File: config.mk
export PLATFORM = sky130hd
export DESIGN_NAME = game_top
export DESIGN_NICKNAME = d
export VERILOG_FILES = /design/src/game_pkg.sv /design/src/sprite_if.sv /design/src/game_master_fsm.sv /design/src/sprite_mover.sv /design/src/collision_detector.sv /design/src/end_of_game_timer.sv /design/src/game_top.sv
export SDC_FILE = /design/constraint.sdc
export NUM_CORES = 1
export LEC_CHECK = 0
export BUFFER_PORTS_ARGS = -buffer_cell sky130_fd_sc_hd__buf_2
export CAP_MARGIN = 20
export CORE_MARGIN = 3
export CORE_UTILIZATION = 51
export CTS_CLUSTER_SIZE = 40
export DETAILED_ROUTE_END_ITERATION = 10
export PLACE_DENSITY = 0.73
export RECOVER_POWER = 100
export SLEW_MARGIN = 20
export SYNTH_ARGS = -nofsm -noshare
export SYNTH_HDL_FRONTEND = slang
export SYNTH_SLANG_ARGS = --single-unit
File: constraint.sdc
create_clock -name clk -period 2.8 [get_ports clk]
set_input_delay 0.56 -clock clk [delete_from_list [all_inputs] [get_ports clk]]
set_output_delay 0.56 -clock clk [all_outputs]
set_load 0.03 [all_outputs]
File: src/game_pkg.sv
package game_pkg;

    // One-hot game states, one bit per state.
    typedef enum logic [6:0]
    {
        START    = 7'b000_0001,
        AIM      = 7'b000_0010,
        SHOOT    = 7'b000_0100,
        WON      = 7'b000_1000,
        WON_END  = 7'b001_0000,
        LOST     = 7'b010_0000,
        LOST_END = 7'b100_0000
    } game_state_t;

    // Signed screen coordinate. Negative values lie past the left or top edge.
    typedef logic signed [10:0] coord_t;

endpackage

File: src/sprite_if.sv
interface sprite_if;

    import game_pkg::*;

    logic   write_xy;                   // Load the start position and stop the sprite.
    logic   write_dxy;                  // Load the sprite velocity.
    logic   enable_update;              // Let the sprite move.

    coord_t x;
    coord_t y;
    logic   within_screen;              // The whole box is on screen.

    modport control
    (
        output write_xy,
        output write_dxy,
        output enable_update,
        input  within_screen
    );

    modport mover
    (
        input  write_xy,
        input  write_dxy,
        input  enable_update,
        output x,
        output y,
        output within_screen
    );

    modport observe
    (
        input  x,
        input  y
    );

endinterface

File: src/game_master_fsm.sv
module game_master_fsm
(
    input  logic      clk,
    input  logic      reset,
    input  logic      key,
    input  logic      collision,
    input  logic      timer_running,
    output logic      timer_start,
    output logic      game_won,
    sprite_if.control target,
    sprite_if.control torpedo
);

    import game_pkg::*;

    game_state_t state;
    game_state_t next_state;
    logic        out_of_screen;
    logic        positions_live;            // The sprites were in play in the last cycle.

    assign out_of_screen = !target.within_screen || !torpedo.within_screen;

    always_comb
    begin
        next_state = state;

        case (state)
            START:
            begin
                // After reset the load strobes are still low, so START waits one
                // more cycle for them. On every later entry they are already up.
                if (target.write_xy)
                    next_state = AIM;
            end
            AIM:
            begin
                // In the first AIM cycle the collision register still holds the
                // frozen positions of the last game.
                if (out_of_screen)
                    next_state = LOST;
                else if (collision && positions_live)
                    next_state = WON;
                else if (key)
                    next_state = SHOOT;
            end
            SHOOT:
            begin
                if (out_of_screen)
                    next_state = LOST;
                else if (collision && positions_live)
                    next_state = WON;
            end
            WON:
                next_state = WON_END;
            WON_END:
            begin
                if (!timer_running)
                    next_state = START;
            end
            LOST:
                next_state = LOST_END;
            LOST_END:
            begin
                if (!timer_running)
                    next_state = START;
            end
            default:
                next_state = START;         // Recover from a broken one-hot code.
        endcase
    end

    always_ff @(posedge clk or posedge reset)
    begin
        if (reset)
        begin
            state          <= START;
            positions_live <= 1'b0;
        end
        else
        begin
            state          <= next_state;
            positions_live <= (state == AIM) || (state == SHOOT);
        end
    end

    // Outputs come from the next state so they change together with the state.
    always_ff @(posedge clk or posedge reset)
    begin
        if (reset)
        begin
            target.write_xy       <= 1'b0;
            torpedo.write_xy      <= 1'b0;
            target.write_dxy      <= 1'b0;
            torpedo.write_dxy     <= 1'b0;
            target.enable_update  <= 1'b0;
            torpedo.enable_update <= 1'b0;
            timer_start           <= 1'b0;
            game_won              <= 1'b0;
        end
        else
        begin
            target.write_xy       <= 1'b0;
            torpedo.write_xy      <= 1'b0;
            target.write_dxy      <= 1'b0;
            torpedo.write_dxy     <= 1'b0;
            target.enable_update  <= 1'b0;
            torpedo.enable_update <= 1'b0;
            timer_start           <= 1'b0;
            game_won              <= (next_state == WON) || (next_state == WON_END);

            case (next_state)
                START:
                begin
                    target.write_xy  <= 1'b1;
                    torpedo.write_xy <= 1'b1;
                    target.write_dxy <= 1'b1;
                end
                AIM:
                    target.enable_update <= 1'b1;
                SHOOT:
                begin
                    target.enable_update  <= 1'b1;
                    torpedo.enable_update <= 1'b1;
                    if (state != SHOOT)
                        torpedo.write_dxy <= 1'b1;  // Launch on the entry cycle only.
                end
                WON, LOST:
                    timer_start <= 1'b1;
                default:
                begin
                end
            endcase
        end
    end

endmodule

File: src/sprite_mover.sv
module sprite_mover
#(
    parameter int SCREEN_W     = 640,
    parameter int SCREEN_H     = 480,
    parameter int SPRITE_SIZE  = 8,
    parameter int STEP_DIVIDER = 4,
    parameter int START_X      = 0,
    parameter int START_Y      = 0,
    parameter int DX           = 0,
    parameter int DY           = 0
)
(
    input logic     clk,
    input logic     reset,
    sprite_if.mover s
);

    import game_pkg::*;

    localparam int CNT_W = (STEP_DIVIDER > 1) ? $clog2(STEP_DIVIDER) : 1;

    coord_t           dx;
    coord_t           dy;
    logic [CNT_W-1:0] step_cnt;
    logic             step;

    // One motion step on the last enabled cycle of each prescaler period.
    assign step = s.enable_update && (step_cnt == CNT_W'(STEP_DIVIDER - 1));

    always_ff @(posedge clk or posedge reset)
    begin
        if (reset)
            step_cnt <= '0;
        else if (!s.enable_update || step)
            step_cnt <= '0;
        else
            step_cnt <= step_cnt + 1'b1;
    end

    // A velocity load wins over the clear that comes with a position load.
    always_ff @(posedge clk or posedge reset)
    begin
        if (reset)
        begin
            dx <= '0;
            dy <= '0;
        end
        else if (s.write_dxy)
        begin
            dx <= coord_t'(DX);
            dy <= coord_t'(DY);
        end
        else if (s.write_xy)
        begin
            dx <= '0;
            dy <= '0;
        end
    end

    always_ff @(posedge clk or posedge reset)
    begin
        if (reset)
        begin
            s.x <= '0;
            s.y <= '0;
        end
        else if (s.write_xy)
        begin
            s.x <= coord_t'(START_X);
            s.y <= coord_t'(START_Y);
        end
        else if (step)
        begin
            s.x <= s.x + dx;
            s.y <= s.y + dy;
        end
    end

    assign s.within_screen = (s.x >= 0) && (s.y >= 0)
                          && (int'(s.x) + SPRITE_SIZE <= SCREEN_W)
                          && (int'(s.y) + SPRITE_SIZE <= SCREEN_H);

endmodule

File: src/collision_detector.sv
module collision_detector
#(
    parameter int SPRITE_SIZE = 8
)
(
    input  logic       clk,
    input  logic       reset,
    sprite_if.observe  a,
    sprite_if.observe  b,
    output logic       collision
);

    logic overlap_x;
    logic overlap_y;

    // Two squares of the same size overlap when each starts before the other ends.
    assign overlap_x = (int'(a.x) < int'(b.x) + SPRITE_SIZE)
                    && (int'(b.x) < int'(a.x) + SPRITE_SIZE);

    assign overlap_y = (int'(a.y) < int'(b.y) + SPRITE_SIZE)
                    && (int'(b.y) < int'(a.y) + SPRITE_SIZE);

    always_ff @(posedge clk or posedge reset)
    begin
        if (reset)
            collision <= 1'b0;
        else
            collision <= overlap_x && overlap_y;
    end

endmodule

File: src/end_of_game_timer.sv
module end_of_game_timer
#(
    parameter int END_CYCLES = 16
)
(
    input  logic clk,
    input  logic reset,
    input  logic start,
    output logic running
);

    localparam int CNT_W = $clog2(END_CYCLES + 1);

    logic [CNT_W-1:0] count;

    always_ff @(posedge clk or posedge reset)
    begin
        if (reset)
            count <= '0;
        else if (start)
            count <= CNT_W'(END_CYCLES);   // A new start restarts the pause.
        else if (count != '0)
            count <= count - 1'b1;
    end

    assign running = (count != '0);

endmodule

File: src/game_top.sv
module game_top
#(
    parameter int SCREEN_W        = 640,
    parameter int SCREEN_H        = 480,
    parameter int SPRITE_SIZE     = 8,
    parameter int STEP_DIVIDER    = 4,
    parameter int END_CYCLES      = 16,
    parameter int TARGET_START_X  = 0,
    parameter int TARGET_START_Y  = 40,
    parameter int TARGET_DX       = 2,
    parameter int TARGET_DY       = 0,
    parameter int TORPEDO_START_X = 316,
    parameter int TORPEDO_START_Y = 440,
    parameter int TORPEDO_DX      = 0,
    parameter int TORPEDO_DY      = -4
)
(
    input  logic             clk,
    input  logic             reset,
    input  logic             key,
    output game_pkg::coord_t target_x,
    output game_pkg::coord_t target_y,
    output game_pkg::coord_t torpedo_x,
    output game_pkg::coord_t torpedo_y,
    output logic             game_won,
    output logic             game_over
);

    logic collision;
    logic timer_start;
    logic timer_running;

    sprite_if target_sprite ();
    sprite_if torpedo_sprite ();

    game_master_fsm i_fsm
    (
        .clk           (clk),
        .reset         (reset),
        .key           (key),
        .collision     (collision),
        .timer_running (timer_running),
        .timer_start   (timer_start),
        .game_won      (game_won),
        .target        (target_sprite.control),
        .torpedo       (torpedo_sprite.control)
    );

    sprite_mover
    #(
        .SCREEN_W     (SCREEN_W),
        .SCREEN_H     (SCREEN_H),
        .SPRITE_SIZE  (SPRITE_SIZE),
        .STEP_DIVIDER (STEP_DIVIDER),
        .START_X      (TARGET_START_X),
        .START_Y      (TARGET_START_Y),
        .DX           (TARGET_DX),
        .DY           (TARGET_DY)
    )
    i_target_mover
    (
        .clk   (clk),
        .reset (reset),
        .s     (target_sprite.mover)
    );

    sprite_mover
    #(
        .SCREEN_W     (SCREEN_W),
        .SCREEN_H     (SCREEN_H),
        .SPRITE_SIZE  (SPRITE_SIZE),
        .STEP_DIVIDER (STEP_DIVIDER),
        .START_X      (TORPEDO_START_X),
        .START_Y      (TORPEDO_START_Y),
        .DX           (TORPEDO_DX),
        .DY           (TORPEDO_DY)
    )
    i_torpedo_mover
    (
        .clk   (clk),
        .reset (reset),
        .s     (torpedo_sprite.mover)
    );

    collision_detector #(.SPRITE_SIZE (SPRITE_SIZE)) i_collision
    (
        .clk       (clk),
        .reset     (reset),
        .a         (target_sprite.observe),
        .b         (torpedo_sprite.observe),
        .collision (collision)
    );

    end_of_game_timer #(.END_CYCLES (END_CYCLES)) i_timer
    (
        .clk     (clk),
        .reset   (reset),
        .start   (timer_start),
        .running (timer_running)
    );

    assign target_x  = target_sprite.x;
    assign target_y  = target_sprite.y;
    assign torpedo_x = torpedo_sprite.x;
    assign torpedo_y = torpedo_sprite.y;
    assign game_over = timer_running;     // High during the pause after a game.

endmodule

# Word level (Yosys, flattened, before mapping)
# Cells that the tools add are included.
[totals]
register_bits = 112
inputBits = 3
out_inout_bits = 46
wordCells = 118
[classes]
add_sub_neg = 11
n_lt_le_gt_ge = 12
n_eq_ne = 16
n_mux = 30
n_reduce_logical = 29
[op_table]
columns = ["operator", "count"]
rows = [
  ["2-to-1 mux 11 bit", 12],
  ["2-to-1 mux 7 bit", 7],
  ["adder 11 x 5 -> 12 bit, second input constant", 4],
  ["< comparator 11 x 12 -> 1 bit", 4],
  ["adder 11 bit", 4],
  [">= comparator 11 x 1 -> 1 bit, second input constant", 4],
  ["one-hot mux 7 bit (6 select lines)", 1],
  ["<= comparator 12 x 10 -> 1 bit, second input constant", 2],
  ["<= comparator 12 x 11 -> 1 bit, second input constant", 2],
  ["== test 7 x 1 -> 1 bit, second input constant", 2],
  ["== test 7 x 2 -> 1 bit, second input constant", 2],
  ["== test 7 x 3 -> 1 bit, second input constant", 2],
  ["== test 7 x 4 -> 1 bit, second input constant", 2],
  ["== test 7 x 5 -> 1 bit, second input constant", 2],
  ["== test 7 x 6 -> 1 bit, second input constant", 2],
  ["logical AND 1 bit", 12],
  ["2-to-1 mux 5 bit", 2],
  ["nonzero test 2 bit", 4],
  ["== test 7 bit, second input constant", 1],
  ["!= test 7 x 3 -> 1 bit, second input constant", 1],
  ["2-to-1 mux 1 bit", 6],
  ["OR reduction 2 bit", 3],
  ["logical OR 1 bit", 5],
  ["nonzero test 5 bit", 1],
  ["other kinds (5)", 11],
]

# Logic depth before layout (Yosys ltp)
[depth]
word_depth = 11
depth_mapped = 10
mapped_depth_nobuf = 9

# By module
# Synthesis repeated with hierarchy kept, for this count alone.
[hier_totals]
hier_cells = 485
hier_area_um2 = 4304.1
[by_module_without_submodules]
columns = ["mod", "n_inst", "cells_each", "area_each_um2", "seq_area_each_um2"]
rows = [
  ["collision_detector", 1, 185, 1463.9, 25.0],
  ["sprite_mover at i_torpedo_mover", 1, 114, 1027.2, 325.3],
  ["sprite_mover at i_target_mover", 1, 94, 879.6, 350.3],
  ["game_master_fsm", 1, 66, 678.2, 351.6],
  ["end_of_game_timer", 1, 26, 255.2, 125.1],
]

# Worst setup path after synthesis
# OpenSTA, ideal clock, no wires.
[synth_timing]
kind = "register to register"
startpoint = "register i_torpedo_mover.s.y[3]"
endpoint = "register i_fsm.state[1]"
setup_ns = 0.104
t_arrival_ns = 2.362
t_required_ns = 2.696
setup_slack_ns = 0.334
stages_incl_launch_ff = 8
path_buffers = 0
synth_period_minus_slack_ns = 2.466
path_cell_list = "dfrtp_1 > ha_1 > nand3_1 > nor2_1 > mux2_1 > a2111oi_4 > o211ai_4 > o41ai_2"
[synth_between]
elab_chain_cells = 8
word_cells_on_any_way = 11
cone_classes = "add/sub (1); order compare (2); mux (3); reduce/logical (5)"
[synth_rtl]
columns = ["element", "line", "text"]
rows = [
  ["from (decl)", "sprite_if.sv:27", "output y,"],
  ["from (signal assigned)", "sprite_mover.sv:70", "s.y <= coord_t'(START_Y);"],
  ["from (signal assigned)", "sprite_mover.sv:75", "s.y <= s.y + dy;"],
  ["parallel branches: the longest is 3 deep, another holds adder 11 x 5 -> 12 bit", "n/a", ""],
  ["logical AND 1 bit (*)", "sprite_mover.sv:81", "&& (int'(s.y) + SPRITE_SIZE <= SCREEN_H);"],
  ["logical NOT 1 bit (*)", "game_master_fsm.sv:21", "assign out_of_screen = !target.within_screen || !torpedo.within_screen;"],
  ["logical OR 1 bit (*)", "game_master_fsm.sv:21", ""],
  ["2-to-1 mux 7 bit, on equally long branches", "game_master_fsm.sv:48, game_master_fsm.sv:39", ""],
  ["one-hot mux 7 bit (6 select lines) (*)", "game_master_fsm.sv:27", "case (state)"],
  ["via i_fsm.next_state[1]", "game_master_fsm.sv:17", "game_state_t next_state;"],
  ["to (signal assigned)", "game_master_fsm.sv:81", "state <= next_state;"],
  ["to (decl)", "game_master_fsm.sv:16", "game_state_t state;"],
]
# Mark *: on every way through the listed nets, which the timed path passes.
# A chain may end at the register's enable or synchronous reset.

# Worst setup path in the final report
[layout_timing]
startpoint = "register i_torpedo_mover.s.y[3]"
endpoint = "register i_fsm.target.enable_update"
[layout_between]
elab_chain_cells = 11
word_cells_on_any_way = 15
cone_classes = "add/sub (1); order compare (2); eq/ne (2); mux (4); reduce/logical (6)"
[layout_rtl]
columns = ["element", "line", "text"]
rows = [
  ["parallel branches: the longest is 3 deep, another holds adder 11 x 5 -> 12 bit", "n/a", ""],
  ["logical AND 1 bit (*)", "sprite_mover.sv:81", ""],
  ["logical NOT 1 bit (*)", "game_master_fsm.sv:21", ""],
  ["logical OR 1 bit (*)", "game_master_fsm.sv:21", ""],
  ["2-to-1 mux 7 bit, on equally long branches", "game_master_fsm.sv:48, game_master_fsm.sv:39", ""],
  ["one-hot mux 7 bit (6 select lines) (*)", "game_master_fsm.sv:27", ""],
  ["== test 7 x 2 -> 1 bit or == test 7 x 3 -> 1 bit (tied branches)", "game_master_fsm.sv:111", "case (next_state)"],
  ["OR reduction 2 bit (no source line) (*)", "n/a", ""],
  ["2-to-1 mux 1 bit (*)", "game_master_fsm.sv:111", ""],
  ["to (decl)", "sprite_if.sv:17", "output enable_update,"],
]
# Every way passes the cells marked *.

==> metrics.md <==
| Metric | Value |
|---|---|
| Power Density | `592.0 nW/um2` |
| Syn Area/Cell | `9.329 um2` |
| Worst R2R Path Depth | `7` |
| Worst endpoint required time | `2.99 ns` |
| Root buf cell | `clkbuf_8` |
| Fmax | `398.9 MHz` |
| Post-DP HPWL | `4.658 mm` |
| Leakage dissipation | `1.460 nW` |
| Worst Hold Class | `register to register` |
| Critical Path Sink Type | `register` |
| Yosys warns | `0` |
| Distinct cell type count after synthesis | `54` |
| Area delta synth->final | `4.912%` |
| Drt total wl | `6.416 mm` |
| Most frequent cells in the layout | `46 x dfrtp_1, 30 x clkbuf_1, 29 x ha_1, 28 x nor2_1, 26 x nand2_1` |
| Number of diodes | `0` |
| GP Congestion | `0.8900` |
| Largest net degree at the start of global routing | `31` |
| Crit path max fanout | `9` |
| Rel. slew slack | `27.84%` |
| R2R setup slack | `0.29 ns` |
| Worst reg2reg path startpoint | `i_torpedo_mover.s.y[3]` |
| Fin Setup TNS | `0 ns` |
| Reg clk slew, reported paths | `0.09 ns` |
| CTS Hold Bufs | `0` |
| Final hold viol count | `0` |
| Detailed-route DRC error count | `0` |
| Critical path startpoint category | `register` |
| Layout Cells excl Fill | `442` |
| Total grt overflow | `0` |
| Final core utilization | `56.20%` |
| CTS resizes | `0` |
| Initial core utilization | `53.57%` |
| Post-synth EDFFs | `0` |
| Die span in x | `85.33 um` |
| Post-synthesis sequential element count | `47` |
| Max VDD drop | `0.0005302 V` |
| Mapped Cells | `344` |
| Core area | `5991 um2` |
| CTS Buf Count | `5` |
| CTS tree | `built` |
| WHS Endpoint | `i_target_mover.step_cnt[0]` |
| Initial DRC count | `79` |
| Pre-CTS worst setup slack | `0.3108 ns` |
| Final Max Tran Viols | `0` |
| Std cell rows | `28` |
| Initial antenna violation count | `0` |
| Clock skew | `0.005445 ns` |
| DIE AREA | `7280 um2` |
| Min Tclk post-route | `2.507 ns` |
| Fraction of registers with async set or reset after synthesis | `100.0%` |
| Clock Path Buffers | `2` |
| Critical setup path kind | `register to register` |
| Via Count | `2486` |
| Die H | `85.33 um` |
| Post-DRT Antenna Nets | `0` |
| Max-Cap Viols | `0` |
| R2r endpoint | `i_fsm.target.enable_update` |
| Drt pass-1 iters | `4` |
| Total global-route track usage | `18.41%` |
| RSZ-0062 raised after global routing | `no` |
| Buffer count from post-CTS setup fixing | `0` |
| Worst slew pin tran | `1.081 ns` |
| Sequential area share after synthesis | `36.69%` |
| Synthesized area | `3209 um2` |
| Share of cells above drive strength 1 | `5.995%` |
| Clock sink count | `47` |
| Ports | `49` |
| Skew-Pair Late Insertion Delay | `0.30 ns` |
| WHS Path Cells | `1` |
| Main synth FF type | `dfrtp_1` |
| Number of global-route vias before repair | `2379` |
| Finish-stage setup viols | `0` |
| Final hold slack | `0.4461 ns` |
| Post-layout worst setup margin | `0.2929 ns` |
| Arrival time worst endpoint | `2.69 ns` |
| DR WL/cell | `14.52 um` |
| IO Port Bufs | `30` |
| First-pass GRT wire length | `10.84 mm` |
| Commonest non-fill, non-tap cell in the layout | `dfrtp_1` |
| Fin nets | `399` |
| Outcome | `completed` |
| Hold wc startpoint | `i_target_mover.step_cnt[0]` |
| Vias/cell | `5.624` |
| Period utilization | `89.54%` |
| H-tree depth | `2` |
| Placed cells | `434` |
-- worst max-delay path by stage --
stage | start | to | slack, ns | depth (start not counted)
floorplan | i_torpedo_mover.s.y[3] | i_fsm.state[1] | 0.33 | 7
global placement | i_target_mover.s.x[3] | i_collision.collision | 0.38 | 9
detailed placement | i_torpedo_mover.s.y[3] | i_fsm.target.enable_update | 0.31 | 7
CTS | i_torpedo_mover.s.y[3] | i_fsm.target.enable_update | 0.30 | 7
global route | i_torpedo_mover.s.y[3] | i_fsm.state[1] | 0.06 | 7
finish | i_torpedo_mover.s.y[3] | i_fsm.target.enable_update | 0.29 | 7
-- cell type report --
class | count | area, um2
fill | 550 | 2624
sequential | 47 | 1177
timing repair buffer | 33 | 130.1
tap | 75 | 93.84
inverter | 14 | 52.55
clock inverter | 1 | 7.507
clock buffer | 7 | 96.34
multi-input combinational | 265 | 1809
-- routing by layer --
layer  vias up  global-route usage, %  wire length (um)
met5         -                      0                 0
met4         0                  8.345               145
met3        14                  3.107               288
met2        63                  29.38              2970
met1      1181                  24.48              3011
li1       1228                      -                 -
-- registers in the layout, summed over array words and instances (netlist names), 2 cells and up --
name                      count
i_target_mover.s.x           10
i_torpedo_mover.s.y           9
i_fsm.state                   7
i_timer.count                 5
i_target_mover.step_cnt       2
i_torpedo_mover.step_cnt      2
-- synthesized netlist by cell type (4+ instances only) --
master | number | area (um2)
clkbuf_1 | 8 | 30.03
xor2_1 | 12 | 105.1
o21ai_1 | 6 | 30.03
xnor2_1 | 8 | 70.07
nor3_1 | 8 | 40.04
dfrtp_1 | 46 | 1151
nor4_1 | 6 | 37.54
a31oi_1 | 6 | 37.54
o21a_1 | 4 | 30.03
nand3b_1 | 5 | 37.54
nor2_1 | 28 | 105.1
buf_4 | 23 | 172.7
nor3b_1 | 8 | 60.06
nand2_1 | 26 | 97.59
nor2b_1 | 5 | 31.28
a211o_1 | 4 | 35.03
inv_1 | 14 | 52.55
o21ai_0 | 5 | 25.02
ha_1 | 29 | 362.9
a21oi_1 | 22 | 110.1
or3_1 | 9 | 56.30
nand3_1 | 11 | 55.05
-- power by group --
part           internal (mW)  switching (mW)
clock network          0.225           0.236
logic                  0.257           0.330
registers              0.788           0.156
total                   1.27           0.723
-- kinds of logic after synthesis --
group	share of synthesized area, %
multiplexers	2.027
XOR/XNOR	5.458
adder cells (fa/ha/maj)	11.93
AO/OA/AOI/OAI	14.74
buffers and inverters	8.499
flip-flops	36.69
AND/OR/NAND/NOR	20.55
other	0.1168
-- stage by stage --
step           instance area (um2)  power, mW
2_1_floorplan                 3273      1.434
3_3_place_gp                  3319      1.531
3_5_place_dp                  3319      1.552
4_1_cts                       3423      2.023
5_1_grt                       3367      2.142
6_report                      3367      1.993
-- critical path: stages (launching register included) --
cell       delay (ns)
dfrtp_1          0.51
ha_1             0.30
nand3_1          0.12
nor2_1           0.19
mux2_1           0.38
a2111oi_4        0.38
o211ai_4         0.20
o31ai_1          0.32
Note: power is estimated with default switching activity, not from simulation.
